===== config.mk =====
export PLATFORM = sky130hd
export DESIGN_NAME = cnn_pool_layer
export DESIGN_NICKNAME = d
export VERILOG_FILES = /design/src/cnn_pkg.sv /design/src/fm_ram.sv /design/src/fm_arbiter.sv /design/src/max_pool_unit.sv /design/src/pool_engine.sv /design/src/layer_ctrl.sv /design/src/cnn_pool_layer.sv
export VERILOG_INCLUDE_DIRS = /design/src
export SDC_FILE = /design/constraint.sdc
export NUM_CORES = 2
export LEC_CHECK = 0
export BUFFER_PORTS_ARGS = -buffer_cell sky130_fd_sc_hd__buf_2
export CAP_MARGIN = 40
export CORE_ASPECT_RATIO = 2
export CORE_MARGIN = 4
export CORE_UTILIZATION = 38
export DETAILED_ROUTE_END_ITERATION = 10
export SYNTH_ARGS = -nofsm -noshare
export SYNTH_HDL_FRONTEND = slang
export SYNTH_SLANG_ARGS = --single-unit

===== constraint.sdc =====
create_clock -name clk -period 9.1 [get_ports clk]
set_input_delay 0.91 -clock clk [delete_from_list [all_inputs] [get_ports clk]]
set_output_delay 0.91 -clock clk [all_outputs]
set_load 0.05 [all_outputs]

===== src/cnn_params.svh =====
`ifndef CNN_PARAMS_SVH
`define CNN_PARAMS_SVH

// Float16 word
`define DATA_WIDTH          16

// Feature-map RAM geometry
`define FM_ADDR_WIDTH       8
`define FM_RAM_DEPTH        256
// Base of the upper half
`define FM_RAM_HALF         128

// Configuration limits
// Map sizes up to 8
`define FM_SIZE_WIDTH       4
`define FM_DEPTH_WIDTH      3
// Window sizes 1 to 4
`define POOL_SIZE_WIDTH     3
// Window area up to 16 samples
`define SAMPLE_COUNT_WIDTH  5
`define LAYER_NUM_WIDTH     4

`endif


===== src/cnn_pkg.sv =====
`default_nettype none

`include "cnn_params.svh"

package cnn_pkg;

	// One float16 word
	typedef logic [`DATA_WIDTH-1:0] fp16_t;

	// Feature-map RAM address
	typedef logic [`FM_ADDR_WIDTH-1:0] fm_addr_t;

	// Layer codes as driven by the host
	typedef enum logic [3:0] {
		LAYER_INIT = 4'd0,
		LAYER_CONV = 4'd1,
		LAYER_POOL = 4'd2,
		LAYER_FC   = 4'd3,
		LAYER_DONE = 4'd9
	} layer_type_e;

	// Pool engine FSM states
	typedef enum logic [2:0] {
		IDLE,
		READ,
		DRAIN,
		WRITE,
		NEXT
	} pool_state_e;

	// RAM request, 26 bits
	typedef struct packed {
		logic     valid;
		logic     write;
		fm_addr_t addr;
		fp16_t    data;
	} fm_req_t;

	// Pool layer configuration
	typedef struct packed {
		logic [`FM_SIZE_WIDTH-1:0]   fm_size;
		logic [`FM_DEPTH_WIDTH-1:0]  fm_depth;
		logic [`POOL_SIZE_WIDTH-1:0] pool_win_size;
	} pool_cfg_t;

endpackage

`default_nettype wire


===== src/fm_ram.sv =====
`default_nettype none

`include "cnn_params.svh"

module fm_ram (
	input  wire                       clk,
	input  wire                       en_i,
	input  wire                       we_i,
	input  wire  [`FM_ADDR_WIDTH-1:0] addr_i,
	input  wire  [`DATA_WIDTH-1:0]    wdata_i,
	output logic [`DATA_WIDTH-1:0]    rdata_o
);

	// Both halves of the feature map live here
	logic [`DATA_WIDTH-1:0] mem [`FM_RAM_DEPTH];

	// Single port, one access per cycle
	always_ff @(posedge clk) begin
		if (en_i) begin
			if (we_i) begin
				mem[addr_i] <= wdata_i;
			end else begin
				// Read data shows up on the next cycle
				rdata_o <= mem[addr_i];
			end
		end
	end

	// A write holds the old read data on the port
	// so the requester only samples it on a read-valid

endmodule

`default_nettype wire


===== src/fm_arbiter.sv =====
`default_nettype none

module fm_arbiter import cnn_pkg::*; (
	input  wire          clk,
	input  wire          rst,
	input  wire fm_req_t pool_req_i,
	output logic         pool_gnt_o,
	output logic         pool_rvalid_o,
	input  wire fm_req_t host_req_i,
	output logic         host_gnt_o,
	output logic         host_rvalid_o,
	input  wire fp16_t   rdata_i,
	output fp16_t        rdata_o,
	output fm_req_t      ram_req_o
);

	// Owner of the read issued last cycle
	logic pool_rd_q;
	logic host_rd_q;

	// Fixed priority with the engine ahead of the host
	assign pool_gnt_o = pool_req_i.valid;
	assign host_gnt_o = host_req_i.valid & ~pool_req_i.valid;

	// Mux the granted request onto the RAM port
	always_comb begin
		if (pool_gnt_o) begin
			ram_req_o = pool_req_i;
		end else if (host_gnt_o) begin
			ram_req_o = host_req_i;
		end else begin
			ram_req_o = '0;
		end
	end

	// Track which requester gets the returning word
	always_ff @(posedge clk or negedge rst) begin
		if (!rst) begin
			pool_rd_q <= 1'b0;
			host_rd_q <= 1'b0;
		end else begin
			pool_rd_q <= pool_gnt_o & ~pool_req_i.write;
			host_rd_q <= host_gnt_o & ~host_req_i.write;
		end
	end

	assign pool_rvalid_o = pool_rd_q;
	assign host_rvalid_o = host_rd_q;
	// Shared return bus, qualified by the read-valids
	assign rdata_o       = rdata_i;

	// Only one owner of the RAM per cycle
	a_one_grant: assert property (@(posedge clk) disable iff (!rst)
		!(pool_gnt_o && host_gnt_o));

	// Any read-valid traces back to a read on the RAM one cycle before
	a_rvalid_after_read: assert property (@(posedge clk) disable iff (!rst)
		(pool_rvalid_o || host_rvalid_o) |-> $past(ram_req_o.valid && !ram_req_o.write));

endmodule

`default_nettype wire


===== src/max_pool_unit.sv =====
`default_nettype none

`include "cnn_params.svh"

module max_pool_unit import cnn_pkg::*; (
	input  wire                           clk,
	input  wire                           rst,
	input  wire                           sample_clear_i,
	input  wire  [`SAMPLE_COUNT_WIDTH-1:0] sample_count_i,
	input  wire                           sample_valid_i,
	input  wire fp16_t                    sample_data_i,
	output logic                          result_valid_o,
	output fp16_t                         result_data_o
);

	logic [`SAMPLE_COUNT_WIDTH-1:0] target_q;
	logic [`SAMPLE_COUNT_WIDTH-1:0] count_q;
	fp16_t                          max_q;
	logic                           take_sample;

	// Map sign-magnitude onto an unsigned order
	// Both zeros share one key
	function automatic logic [`DATA_WIDTH-1:0] order_key(input fp16_t v);
		logic [`DATA_WIDTH-1:0] key;
		if (v[`DATA_WIDTH-2:0] == '0) begin
			key = {1'b1, {(`DATA_WIDTH-1){1'b0}}};
		end else if (v[`DATA_WIDTH-1]) begin
			// Larger magnitude sorts lower for negatives
			key = ~v;
		end else begin
			key = {1'b1, v[`DATA_WIDTH-2:0]};
		end
		return key;
	endfunction

	// First sample always loads, later ones only if strictly larger
	assign take_sample = (count_q == '0) || (order_key(sample_data_i) > order_key(max_q));

	always_ff @(posedge clk or negedge rst) begin
		if (!rst) begin
			target_q       <= '0;
			count_q        <= '0;
			result_valid_o <= 1'b0;
		end else if (sample_clear_i) begin
			target_q       <= sample_count_i;
			count_q        <= '0;
			result_valid_o <= 1'b0;
		end else if (sample_valid_i) begin
			count_q <= count_q + 1'b1;
			// Last counted sample raises the result next cycle
			if (count_q + 1'b1 == target_q) begin
				result_valid_o <= 1'b1;
			end
		end
	end

	always_ff @(posedge clk) begin
		if (!sample_clear_i && sample_valid_i && take_sample) begin
			max_q <= sample_data_i;
		end
	end

	assign result_data_o = max_q;

	// Engine must stop feeding once the window is complete
	a_no_late_sample: assert property (@(posedge clk) disable iff (!rst)
		(result_valid_o && !sample_clear_i) |-> !sample_valid_i);

endmodule

`default_nettype wire


===== src/pool_engine.sv =====
`default_nettype none

`include "cnn_params.svh"

module pool_engine import cnn_pkg::*; (
	input  wire                            clk,
	input  wire                            rst,
	input  wire                            pool_start_i,
	input  wire                            swap_i,
	input  wire pool_cfg_t                 cfg_i,
	output logic                           pool_done_o,
	output fm_req_t                        ram_req_o,
	input  wire                            ram_gnt_i,
	input  wire                            ram_rvalid_i,
	input  wire fp16_t                     ram_rdata_i,
	output logic                           sample_clear_o,
	output logic [`SAMPLE_COUNT_WIDTH-1:0] sample_count_o,
	output logic                           sample_valid_o,
	output fp16_t                          sample_data_o,
	input  wire                            result_valid_i,
	input  wire fp16_t                     result_data_i
);

	pool_state_e                  state_q;
	pool_cfg_t                    cfg_q;
	logic                         swap_q;
	logic                         done_q;
	logic [`FM_SIZE_WIDTH-1:0]    out_size_q;
	// Window position in the output map
	logic [`FM_DEPTH_WIDTH-1:0]   slice_q;
	logic [`FM_SIZE_WIDTH-1:0]    orow_q;
	logic [`FM_SIZE_WIDTH-1:0]    ocol_q;
	// Sample position inside the window
	logic [`POOL_SIZE_WIDTH-1:0]  wrow_q;
	logic [`POOL_SIZE_WIDTH-1:0]  wcol_q;

	fm_addr_t in_size;
	fm_addr_t out_size;
	fm_addr_t win;
	fm_addr_t in_base;
	fm_addr_t out_base;
	fm_addr_t in_row;
	fm_addr_t in_col;
	fm_addr_t rd_addr;
	fm_addr_t wr_addr;
	logic     win_last_col;
	logic     win_last_row;
	logic     out_last_col;
	logic     out_last_row;
	logic     last_slice;

	// Read from the active half, write to the other one
	assign in_base  = swap_q ? fm_addr_t'(`FM_RAM_HALF) : '0;
	assign out_base = swap_q ? '0 : fm_addr_t'(`FM_RAM_HALF);

	assign in_size  = fm_addr_t'(cfg_q.fm_size);
	assign out_size = fm_addr_t'(out_size_q);
	assign win      = fm_addr_t'(cfg_q.pool_win_size);

	// base + s*size^2 + x*size + y
	assign in_row  = fm_addr_t'(orow_q) * win + fm_addr_t'(wrow_q);
	assign in_col  = fm_addr_t'(ocol_q) * win + fm_addr_t'(wcol_q);
	assign rd_addr = in_base + fm_addr_t'(slice_q) * in_size * in_size
		+ in_row * in_size + in_col;
	assign wr_addr = out_base + fm_addr_t'(slice_q) * out_size * out_size
		+ fm_addr_t'(orow_q) * out_size + fm_addr_t'(ocol_q);

	assign win_last_col = wcol_q == cfg_q.pool_win_size - 1'b1;
	assign win_last_row = wrow_q == cfg_q.pool_win_size - 1'b1;
	assign out_last_col = ocol_q == out_size_q - 1'b1;
	assign out_last_row = orow_q == out_size_q - 1'b1;
	assign last_slice   = slice_q == cfg_q.fm_depth - 1'b1;

	// Max unit hookup
	assign sample_clear_o = state_q == NEXT;
	assign sample_count_o = `SAMPLE_COUNT_WIDTH'(cfg_q.pool_win_size)
		* `SAMPLE_COUNT_WIDTH'(cfg_q.pool_win_size);
	assign sample_valid_o = ram_rvalid_i;
	assign sample_data_o  = ram_rdata_i;
	assign pool_done_o    = done_q;

	// Reads in READ, one result write in WRITE
	always_comb begin
		ram_req_o = '0;
		case (state_q)
			READ: begin
				ram_req_o.valid = 1'b1;
				ram_req_o.addr  = rd_addr;
			end
			WRITE: begin
				ram_req_o.valid = 1'b1;
				ram_req_o.write = 1'b1;
				ram_req_o.addr  = wr_addr;
				ram_req_o.data  = result_data_i;
			end
			default: begin
				ram_req_o = '0;
			end
		endcase
	end

	always_ff @(posedge clk or negedge rst) begin
		if (!rst) begin
			state_q    <= IDLE;
			cfg_q      <= '0;
			swap_q     <= 1'b0;
			done_q     <= 1'b0;
			out_size_q <= '0;
			slice_q    <= '0;
			orow_q     <= '0;
			ocol_q     <= '0;
			wrow_q     <= '0;
			wcol_q     <= '0;
		end else begin
			done_q <= 1'b0;
			case (state_q)
				IDLE: begin
					if (pool_start_i) begin
						cfg_q      <= cfg_i;
						swap_q     <= swap_i;
						// Edge windows are dropped
						out_size_q <= cfg_i.fm_size / `FM_SIZE_WIDTH'(cfg_i.pool_win_size);
						slice_q    <= '0;
						orow_q     <= '0;
						ocol_q     <= '0;
						wrow_q     <= '0;
						wcol_q     <= '0;
						state_q    <= NEXT;
					end
				end
				// Max unit is cleared here
				NEXT: begin
					state_q <= READ;
				end
				READ: begin
					if (ram_gnt_i) begin
						if (win_last_col) begin
							wcol_q <= '0;
							if (win_last_row) begin
								wrow_q  <= '0;
								state_q <= DRAIN;
							end else begin
								wrow_q <= wrow_q + 1'b1;
							end
						end else begin
							wcol_q <= wcol_q + 1'b1;
						end
					end
				end
				// Last read still in flight
				DRAIN: begin
					if (result_valid_i) begin
						state_q <= WRITE;
					end
				end
				WRITE: begin
					if (ram_gnt_i) begin
						state_q <= NEXT;
						// Column first, then row, then slice
						if (out_last_col) begin
							ocol_q <= '0;
							if (out_last_row) begin
								orow_q <= '0;
								if (last_slice) begin
									slice_q <= '0;
									done_q  <= 1'b1;
									state_q <= IDLE;
								end else begin
									slice_q <= slice_q + 1'b1;
								end
							end else begin
								orow_q <= orow_q + 1'b1;
							end
						end else begin
							ocol_q <= ocol_q + 1'b1;
						end
					end
				end
				default: begin
					state_q <= IDLE;
				end
			endcase
		end
	end

	// Controller only starts a layer when the engine is free
	a_start_when_idle: assert property (@(posedge clk) disable iff (!rst)
		pool_start_i |-> state_q == IDLE);

endmodule

`default_nettype wire


===== src/layer_ctrl.sv =====
`default_nettype none

`include "cnn_params.svh"

module layer_ctrl import cnn_pkg::*; (
	input  wire                        clk,
	input  wire                        rst,
	input  wire layer_type_e           layer_type_i,
	input  wire [`LAYER_NUM_WIDTH-1:0] layer_num_i,
	input  wire                        init_done_i,
	input  wire                        pool_done_i,
	output logic                       pool_start_o,
	output logic                       swap_o,
	output logic                       init_fm_ram_ready_o,
	output logic                       layer_ready_o
);

	logic [`LAYER_NUM_WIDTH-1:0] cur_layer_q;
	// New pool layer seen, start not yet sent
	logic                        armed_q;
	// Engine is running a layer
	logic                        busy_q;

	always_ff @(posedge clk or negedge rst) begin
		if (!rst) begin
			cur_layer_q         <= '0;
			armed_q             <= 1'b0;
			busy_q              <= 1'b0;
			pool_start_o        <= 1'b0;
			swap_o              <= 1'b0;
			init_fm_ram_ready_o <= 1'b0;
			layer_ready_o       <= 1'b0;
		end else begin
			pool_start_o <= 1'b0;

			// Start goes out one cycle after ready drops
			if (armed_q && !busy_q) begin
				armed_q      <= 1'b0;
				busy_q       <= 1'b1;
				pool_start_o <= 1'b1;
			end

			// End of layer flips the active half
			if (busy_q && pool_done_i) begin
				busy_q        <= 1'b0;
				swap_o        <= ~swap_o;
				layer_ready_o <= 1'b1;
			end

			case (layer_type_i)
				LAYER_INIT: begin
					if (!layer_ready_o) begin
						if (init_done_i) begin
							init_fm_ram_ready_o <= 1'b1;
						end
						if (init_fm_ram_ready_o) begin
							layer_ready_o <= 1'b1;
						end
					end
				end
				LAYER_POOL: begin
					if (init_fm_ram_ready_o && layer_num_i != cur_layer_q) begin
						cur_layer_q   <= layer_num_i;
						layer_ready_o <= 1'b0;
						armed_q       <= 1'b1;
					end
				end
				// No compute units for these
				LAYER_CONV, LAYER_FC: begin
				end
				// Back to idle, RAM contents stay
				LAYER_DONE: begin
					cur_layer_q   <= '0;
					armed_q       <= 1'b0;
					busy_q        <= 1'b0;
					pool_start_o  <= 1'b0;
					layer_ready_o <= 1'b0;
				end
				default: begin
				end
			endcase
		end
	end

endmodule

`default_nettype wire


===== src/cnn_pool_layer.sv =====
`default_nettype none

`include "cnn_params.svh"

module cnn_pool_layer import cnn_pkg::*; (
	input  wire                        clk,
	input  wire                        rst,
	input  wire layer_type_e           layer_type_i,
	input  wire [`LAYER_NUM_WIDTH-1:0] layer_num_i,
	input  wire                        init_done_i,
	input  wire pool_cfg_t             cfg_i,
	input  wire fm_req_t               host_req_i,
	output logic                       host_gnt_o,
	output logic                       host_rvalid_o,
	output fp16_t                      host_rdata_o,
	output logic                       init_fm_ram_ready_o,
	output logic                       layer_ready_o
);

	// Controller to engine
	logic                           pool_start;
	logic                           swap;
	logic                           pool_done;
	// Engine side of the arbiter
	fm_req_t                        pool_req;
	logic                           pool_gnt;
	logic                           pool_rvalid;
	fp16_t                          rdata;
	// Arbiter to RAM
	fm_req_t                        ram_req;
	fp16_t                          ram_rdata;
	// Engine to max unit
	logic                           sample_clear;
	logic [`SAMPLE_COUNT_WIDTH-1:0] sample_count;
	logic                           sample_valid;
	fp16_t                          sample_data;
	logic                           result_valid;
	fp16_t                          result_data;

	// Host sees the shared return bus
	assign host_rdata_o = rdata;

	layer_ctrl u_layer_ctrl (
		.clk                 (clk),
		.rst                 (rst),
		.layer_type_i        (layer_type_i),
		.layer_num_i         (layer_num_i),
		.init_done_i         (init_done_i),
		.pool_done_i         (pool_done),
		.pool_start_o        (pool_start),
		.swap_o              (swap),
		.init_fm_ram_ready_o (init_fm_ram_ready_o),
		.layer_ready_o       (layer_ready_o)
	);

	pool_engine u_pool_engine (
		.clk            (clk),
		.rst            (rst),
		.pool_start_i   (pool_start),
		.swap_i         (swap),
		.cfg_i          (cfg_i),
		.pool_done_o    (pool_done),
		.ram_req_o      (pool_req),
		.ram_gnt_i      (pool_gnt),
		.ram_rvalid_i   (pool_rvalid),
		.ram_rdata_i    (rdata),
		.sample_clear_o (sample_clear),
		.sample_count_o (sample_count),
		.sample_valid_o (sample_valid),
		.sample_data_o  (sample_data),
		.result_valid_i (result_valid),
		.result_data_i  (result_data)
	);

	max_pool_unit u_max_pool_unit (
		.clk            (clk),
		.rst            (rst),
		.sample_clear_i (sample_clear),
		.sample_count_i (sample_count),
		.sample_valid_i (sample_valid),
		.sample_data_i  (sample_data),
		.result_valid_o (result_valid),
		.result_data_o  (result_data)
	);

	fm_arbiter u_fm_arbiter (
		.clk           (clk),
		.rst           (rst),
		.pool_req_i    (pool_req),
		.pool_gnt_o    (pool_gnt),
		.pool_rvalid_o (pool_rvalid),
		.host_req_i    (host_req_i),
		.host_gnt_o    (host_gnt_o),
		.host_rvalid_o (host_rvalid_o),
		.rdata_i       (ram_rdata),
		.rdata_o       (rdata),
		.ram_req_o     (ram_req)
	);

	fm_ram u_fm_ram (
		.clk     (clk),
		.en_i    (ram_req.valid),
		.we_i    (ram_req.write),
		.addr_i  (ram_req.addr),
		.wdata_i (ram_req.data),
		.rdata_o (ram_rdata)
	);

endmodule

`default_nettype wire


Word-level counts from Yosys, hierarchy flattened
Memories as Yosys holds them, arrays and structs flattened. A register that Yosys moved wholly into a read port is not among the register bits.
Cells that the tools add are included.
W data, S select, Z words.
Storage, ports and cells
  bits in registers: 75
  word-level logic and storage cells: 189
  input port bits: 47
  memories kept: 1
  RAM bits: 4096
  output and inout bits: 20
Memories
  u_fm_ram.mem: depth 256, width 16, rd ports 1, clocked after Yosys merged registers in 1, wr ports 1, RTL line fm_ram.sv:15  | logic [`DATA_WIDTH-1:0] mem [`FM_RAM_DEPTH];
Operators by class
  div/mod/pow operators: 1
  multiplexer cells: 71
  multiply operators: 9
  $add $sub $neg: 17
  reduce and logical (&&, ||, !) cells: 31
  magnitude comparators: 1
  bitwise gates (word level): 11
  equality and inequality tests: 22
Operators by type and width (count)
  $mux W16: 5
  $mux W3: 19
  $mux W26: 2
  $add A8 B8 Y8: 5
  $not A16 Y16: 2
  $logic_not A15 Y1: 2
  $mux W4: 7
  $mul A8 B4 Y8: 3
  $mux W1: 24
  $pmux W4 S2: 3
  $pmux W3 S2: 3
  $add A8 B3 Y8: 2
  $gt A16 B16 Y1: 1
  $mux W8: 2
  $ne A2 B1 Y1 const B: 8
  $pmux W8 S2: 1
  $pmux W3 S5: 1
  $mul A3 B4 Y7: 2
  $mul A4 B3 Y7: 2
  $mux W5: 2
  $reduce_bool A2 Y1: 5
  $add A3 B1 Y3 const B: 3
  $eq A3 B3 Y1: 3
  $reduce_and A3 Y1: 3
  33 further kinds: 53

Depth between registers and ports, before layout
  depth in word-level cells: 10
  depth in mapped cells: 31
  mapped depth without buffers: 28

Modules after synthesis
A second synthesis with hierarchy kept.
Unflattened totals
  cells, all modules: 7818
  area total of the unflattened synthesis: 165027.0 um^2
Modules (own cells, without submodules)
  fm_ram: sequential area each 123478.4 um^2, cells an instance 6705, times used 1, area each 155236.4 um^2
  pool_engine: sequential area each 900.9 um^2, cells an instance 774, times used 1, area each 6685.2 um^2
  max_pool_unit: sequential area each 755.7 um^2, cells an instance 188, times used 1, area each 1899.3 um^2
  fm_arbiter: sequential area each 50.0 um^2, cells an instance 107, times used 1, area each 723.2 um^2
  layer_ctrl: sequential area each 250.2 um^2, cells an instance 44, times used 1, area each 483.0 um^2

Least setup slack after synthesis
OpenSTA, ideal clock, no wires.
  path kind: flip-flop to flip-flop
  start: reg u_pool_engine.cfg_q[0] (netlist name)
  end: mem u_fm_ram.mem[102][0] (netlist name) (enable)
  arrival: 7.622 ns
  period minus slack after synthesis: 8.011 ns
  library setup time: 0.388 ns
  setup slack: 1.089 ns
  data required time: 8.712 ns
  path buffers: 4
  stages on the path, launching flop included: 28
  path through: dfrtp_1 > clkbuf_1 > and2_1 > fa_1 > ha_1 > fa_1 > xnor2_1 > a211oi_2 > xnor3_1 > and2_1 > fa_1 > inv_1 > fa_1 > fa_1 > fa_1 > inv_1 > ha_1 > nand2b_1 > o22ai_1 > a22o_1 > a21oi_1 > and2_1 > buf_4 > nor2_1 > clkbuf_1 > nand3_1 > clkbuf_1 > nor2_1
Between the ends
  word-level cells in the longest chain between the ends: 7
  elaborated cells between the ends (all ways): 9
  classes of those cells: add/sub (4); mul (3); mux (2)
Ends and longest elaborated chain
  start: declaration: RTL line pool_engine.sv:25  | pool_cfg_t cfg_q;
  start signal: assignment: RTL line pool_engine.sv:119  | cfg_q <= cfg_i;
  $mul A4 B3 Y7: RTL line pool_engine.sv:61  | assign in_row = fm_addr_t'(orow_q) * win + fm_addr_t'(wrow_q);
  $add A8 B3 Y8: RTL line pool_engine.sv:61
  $mul A8 B4 Y8: RTL line pool_engine.sv:64  | + in_row * in_size + in_col;
  $add A8 B8 Y8: RTL line pool_engine.sv:64
  $add A8 B8 Y8 (*): RTL line pool_engine.sv:64
  $pmux W8 S2 (*): RTL line pool_engine.sv:85  | case (state_q)
  $mux W26 (*): RTL line fm_arbiter.sv:27  | if (pool_gnt_o) begin
  end: declaration: RTL line fm_ram.sv:15
Every way passes the cells marked *; elsewhere a longest branch is shown, timed or not.

Worst setup path in the final report
  start: reg u_pool_engine.cfg_q[1] (netlist name)
  end: reg u_fm_ram.rdata_o[8] (read register of u_fm_ram.mem) (data pin)
Between the ends
  word-level cells in the longest chain between the ends: 7
  elaborated cells between the ends (all ways): 9
  classes of those cells: add/sub (4); mul (3); mux (2)
Ends and longest elaborated chain
  $mul A4 B3 Y7: RTL line pool_engine.sv:61
  $add A8 B3 Y8: RTL line pool_engine.sv:61
  $mul A8 B4 Y8: RTL line pool_engine.sv:64
  $add A8 B8 Y8: RTL line pool_engine.sv:64
  $add A8 B8 Y8 (*): RTL line pool_engine.sv:64
  $pmux W8 S2 (*): RTL line pool_engine.sv:85
  $mux W26 (*): RTL line fm_arbiter.sv:27
  end: declaration: RTL line fm_ram.sv:11  | output logic [`DATA_WIDTH-1:0] rdata_o
Marks and branches as above.
A chain may end at the register's enable or synchronous reset.

==> flow_summary.ini <==
[yosys]
synth.ff_latch_count = 4186
synth_nets = 11332
ys.flop_type = edfxtp_1
async_flop_share = 0.01386
synth_cells = 11113
netlist_area_sq_um = 164900
avgSynthCellArea_sq_um = 14.83
ys_types = 81
yosysSeqAreaShare = 0.7607
yosys_warnings = 0
synth_edf_count = 4128

[route]
drt_iter0_markers = 12839
totalWireLength_um = 574600
drc_errors = 0
antenna_left = 0
viasPerCell = 6.018
num_vias = 106114
routedWlPerCell_um = 32.59
dr.pass1.iters = 6

[setup_path]
cp.buffers_inverters = 9
r2r_start = u_pool_engine.cfg_q[1]
cp-start-kind = flip-flop
critPathKind = reg -> reg
crit_arrival_ps = 9590
path_delay_family = adder cells
slowest_delay_ps = 570
cp.required_ps = 9790
crit_path_start = u_pool_engine.cfg_q[1]
worst_path_max_delay_cell = o21ai_0
cp_max_fo = 19
critPathCaptureType = flip-flop
cp_common_cell = fa_1

[outcome]
status = finished, final reports clean

[sta]
setup_viol = 0
final_max_slew_viol_count = 0
rsz0062_at_grt = no
relSlewSlack = 0.03378
period_needed_ps = 8898
finalClockSkew_ps = 85.91
hold_viol_final = 0
max_freq_ghz = 0.1124
worst_pin_slew_ps = 1449
fin_crit_sh = 0.9779

[die]
die_x_um = 473.7
die-area_sq_um = 445100
coreArea_sq_um = 431800
row_count = 341
ioPinCount = 67
dieHeight_um = 939.5
initial_utilization = 0.3818

[clock_network]
clock_sinks = 4186
cts_hold_buf = 0
cts_setup_buffers = 0
clk_pin_slew_ps = 90
root_buffer = clkbuf_16
cts_resized = 0
worstSkewPairLatency_ps = 970
cts_tree = built
numCtsBuffers = 339
clk_path_buf_depth = 4
cts_max_level = 5

[grt]
grt_pass1_vias = 103406
grt_usage = 0.2505
grt_max_degree = 149
grt-ovfl-total = 0
grt_pass1_wl_um = 797000
antenna_found_initial = 37

[layout]
layout_commonest_cell = edfxtp_1
drive_above_1_share = 0.1336
area_growth_pct = 14.40
nets = 11894
final_cell_mix = edfxtp_1, nand2_1, a21oi_1, a221oi_1, buf_4
final.fill_count = 38229
fin_area_sq_um = 188600

[placed_design]
gp_congestion = 0.9581
port-buffer-count = 66
dp_hpwl_um = 368000
placed_area_sq_um = 177600

[job]
cap_violations = 0

[hold_path]
hold_path.class = in -> async
-- metrics by stage --
step           instances  hold slack, ps  setup WS [ps]  setup TNS, ps  utilization
6_report           17634           130.6          201.5              0       0.4368
5_1_grt            17610           173.1          29.21              0       0.4367
3_5_place_dp       16983           464.7          310.5              0       0.4113
3_3_place_gp       16945           464.3         -216.5         -221.6       0.4100
2_1_floorplan      11113           443.0           1089              0            -
4_1_cts            17591           92.78          284.3              0       0.4365
-- area by class of cell --
class | instances | area [sq um] | share of cell area
Clock buffer | 399 | 8845 | 0.04690
Timing Repair Buffer | 1006 | 8935 | 0.04737
Clock inverter | 209 | 2031 | 0.01077
Multi-Input combinational cell | 6034 | 35810 | 0.1899
Tap cell | 5659 | 7081 | 0.03754
Inverter | 108 | 405.4 | 0.002149
Antenna cell | 33 | 82.58 | 0.0004379
Sequential cell | 4186 | 125400 | 0.6650
-- state kept, by name (all words and copies together), names as in the netlist, 4 cells and up --
name	cells
u_fm_ram.mem	4096
u_layer_ctrl.cur_layer_q	4
u_pool_engine.out_size_q	4
u_pool_engine.orow_q	4
u_pool_engine.cfg_q	10
u_max_pool_unit.result_data_o	16
u_max_pool_unit.count_q	5
u_fm_ram.rdata_o	16
u_pool_engine.ocol_q	4
u_max_pool_unit.target_q	4
-- worst register-to-register path: cells and delay by family, from the launching register on --
| kind | cells | cell delay (ps) |
|---|---|---|
| adder cells (fa/ha/maj) | 8 | 3430 |
| AO/OA/AOI/OAI | 5 | 1550 |
| AND/OR/NAND/NOR | 7 | 1530 |
| buffers and inverters | 9 | 1350 |
| flip-flops | 1 | 430 |
| XOR/XNOR | 2 | 370 |
-- cell families (layout without fill, tap and decap cells) --
group,Yosys count,after routing,synth area share
XOR/XNOR,109,109,0.005958
AND/OR/NAND/NOR,2811,2811,0.06922
buffers and inverters,893,1722,0.02513
multiplexers,21,21,0.001510
AO/OA/AOI/OAI,2921,2921,0.1210
other,0,33,0
flip-flops,4186,4186,0.7607
adder cells (fa/ha/maj),172,172,0.01642
-- path summary, 6_finish.rpt --
path                                               end  slack, ps  cells past startpoint
max                                u_fm_ram.rdata_o[8]        200                     31
min                         u_fm_arbiter.host_rvalid_o        130                      2
max reg2reg                        u_fm_ram.rdata_o[8]        200                     31
min reg2reg                        u_layer_ctrl.swap_o        480                      1
max in group asynchronous  u_pool_engine.out_size_q[1]       8370                      2
min in group clk           u_layer_ctrl.cur_layer_q[3]        170                      3
-- layer usage --
layer | share of wire | up-vias | GRT usage
li1 | - | 44346 | -
met3 | 0.082 | 1610 | 0.04455
met1 | 0.32 | 53944 | 0.2671
met2 | 0.50 | 6198 | 0.4270
met5 | 0.00018 | - | 0
met4 | 0.10 | 16 | 0.2165
-- synthesized netlist by cell type (50+ instances only) --
cell         n  area (sq um)
buf_2      410          2052
nand3_1     77         385.4
o22ai_1    387          2421
buf_4       50         375.4
nor3_1     136         680.7
a22oi_1    168          1261
inv_1      107         401.6
xnor2_1     61         534.3
a22o_1      98         858.3
nor2_1     358          1344
ha_1        98          1226
buf_1       88         330.3
clkbuf_1   225         844.6
a21oi_1    968          4845
nand2_1   2029          7616
fa_1        74          1481
o21ai_0    164         820.8
and2_1      83         519.3
edfxtp_1  4128        124000
a221oi_1   908          7953
dfrtp_1     58          1451
Power is not shown: default switching activity piles up to over one toggle a cycle in this logic, so the estimate is an artifact.
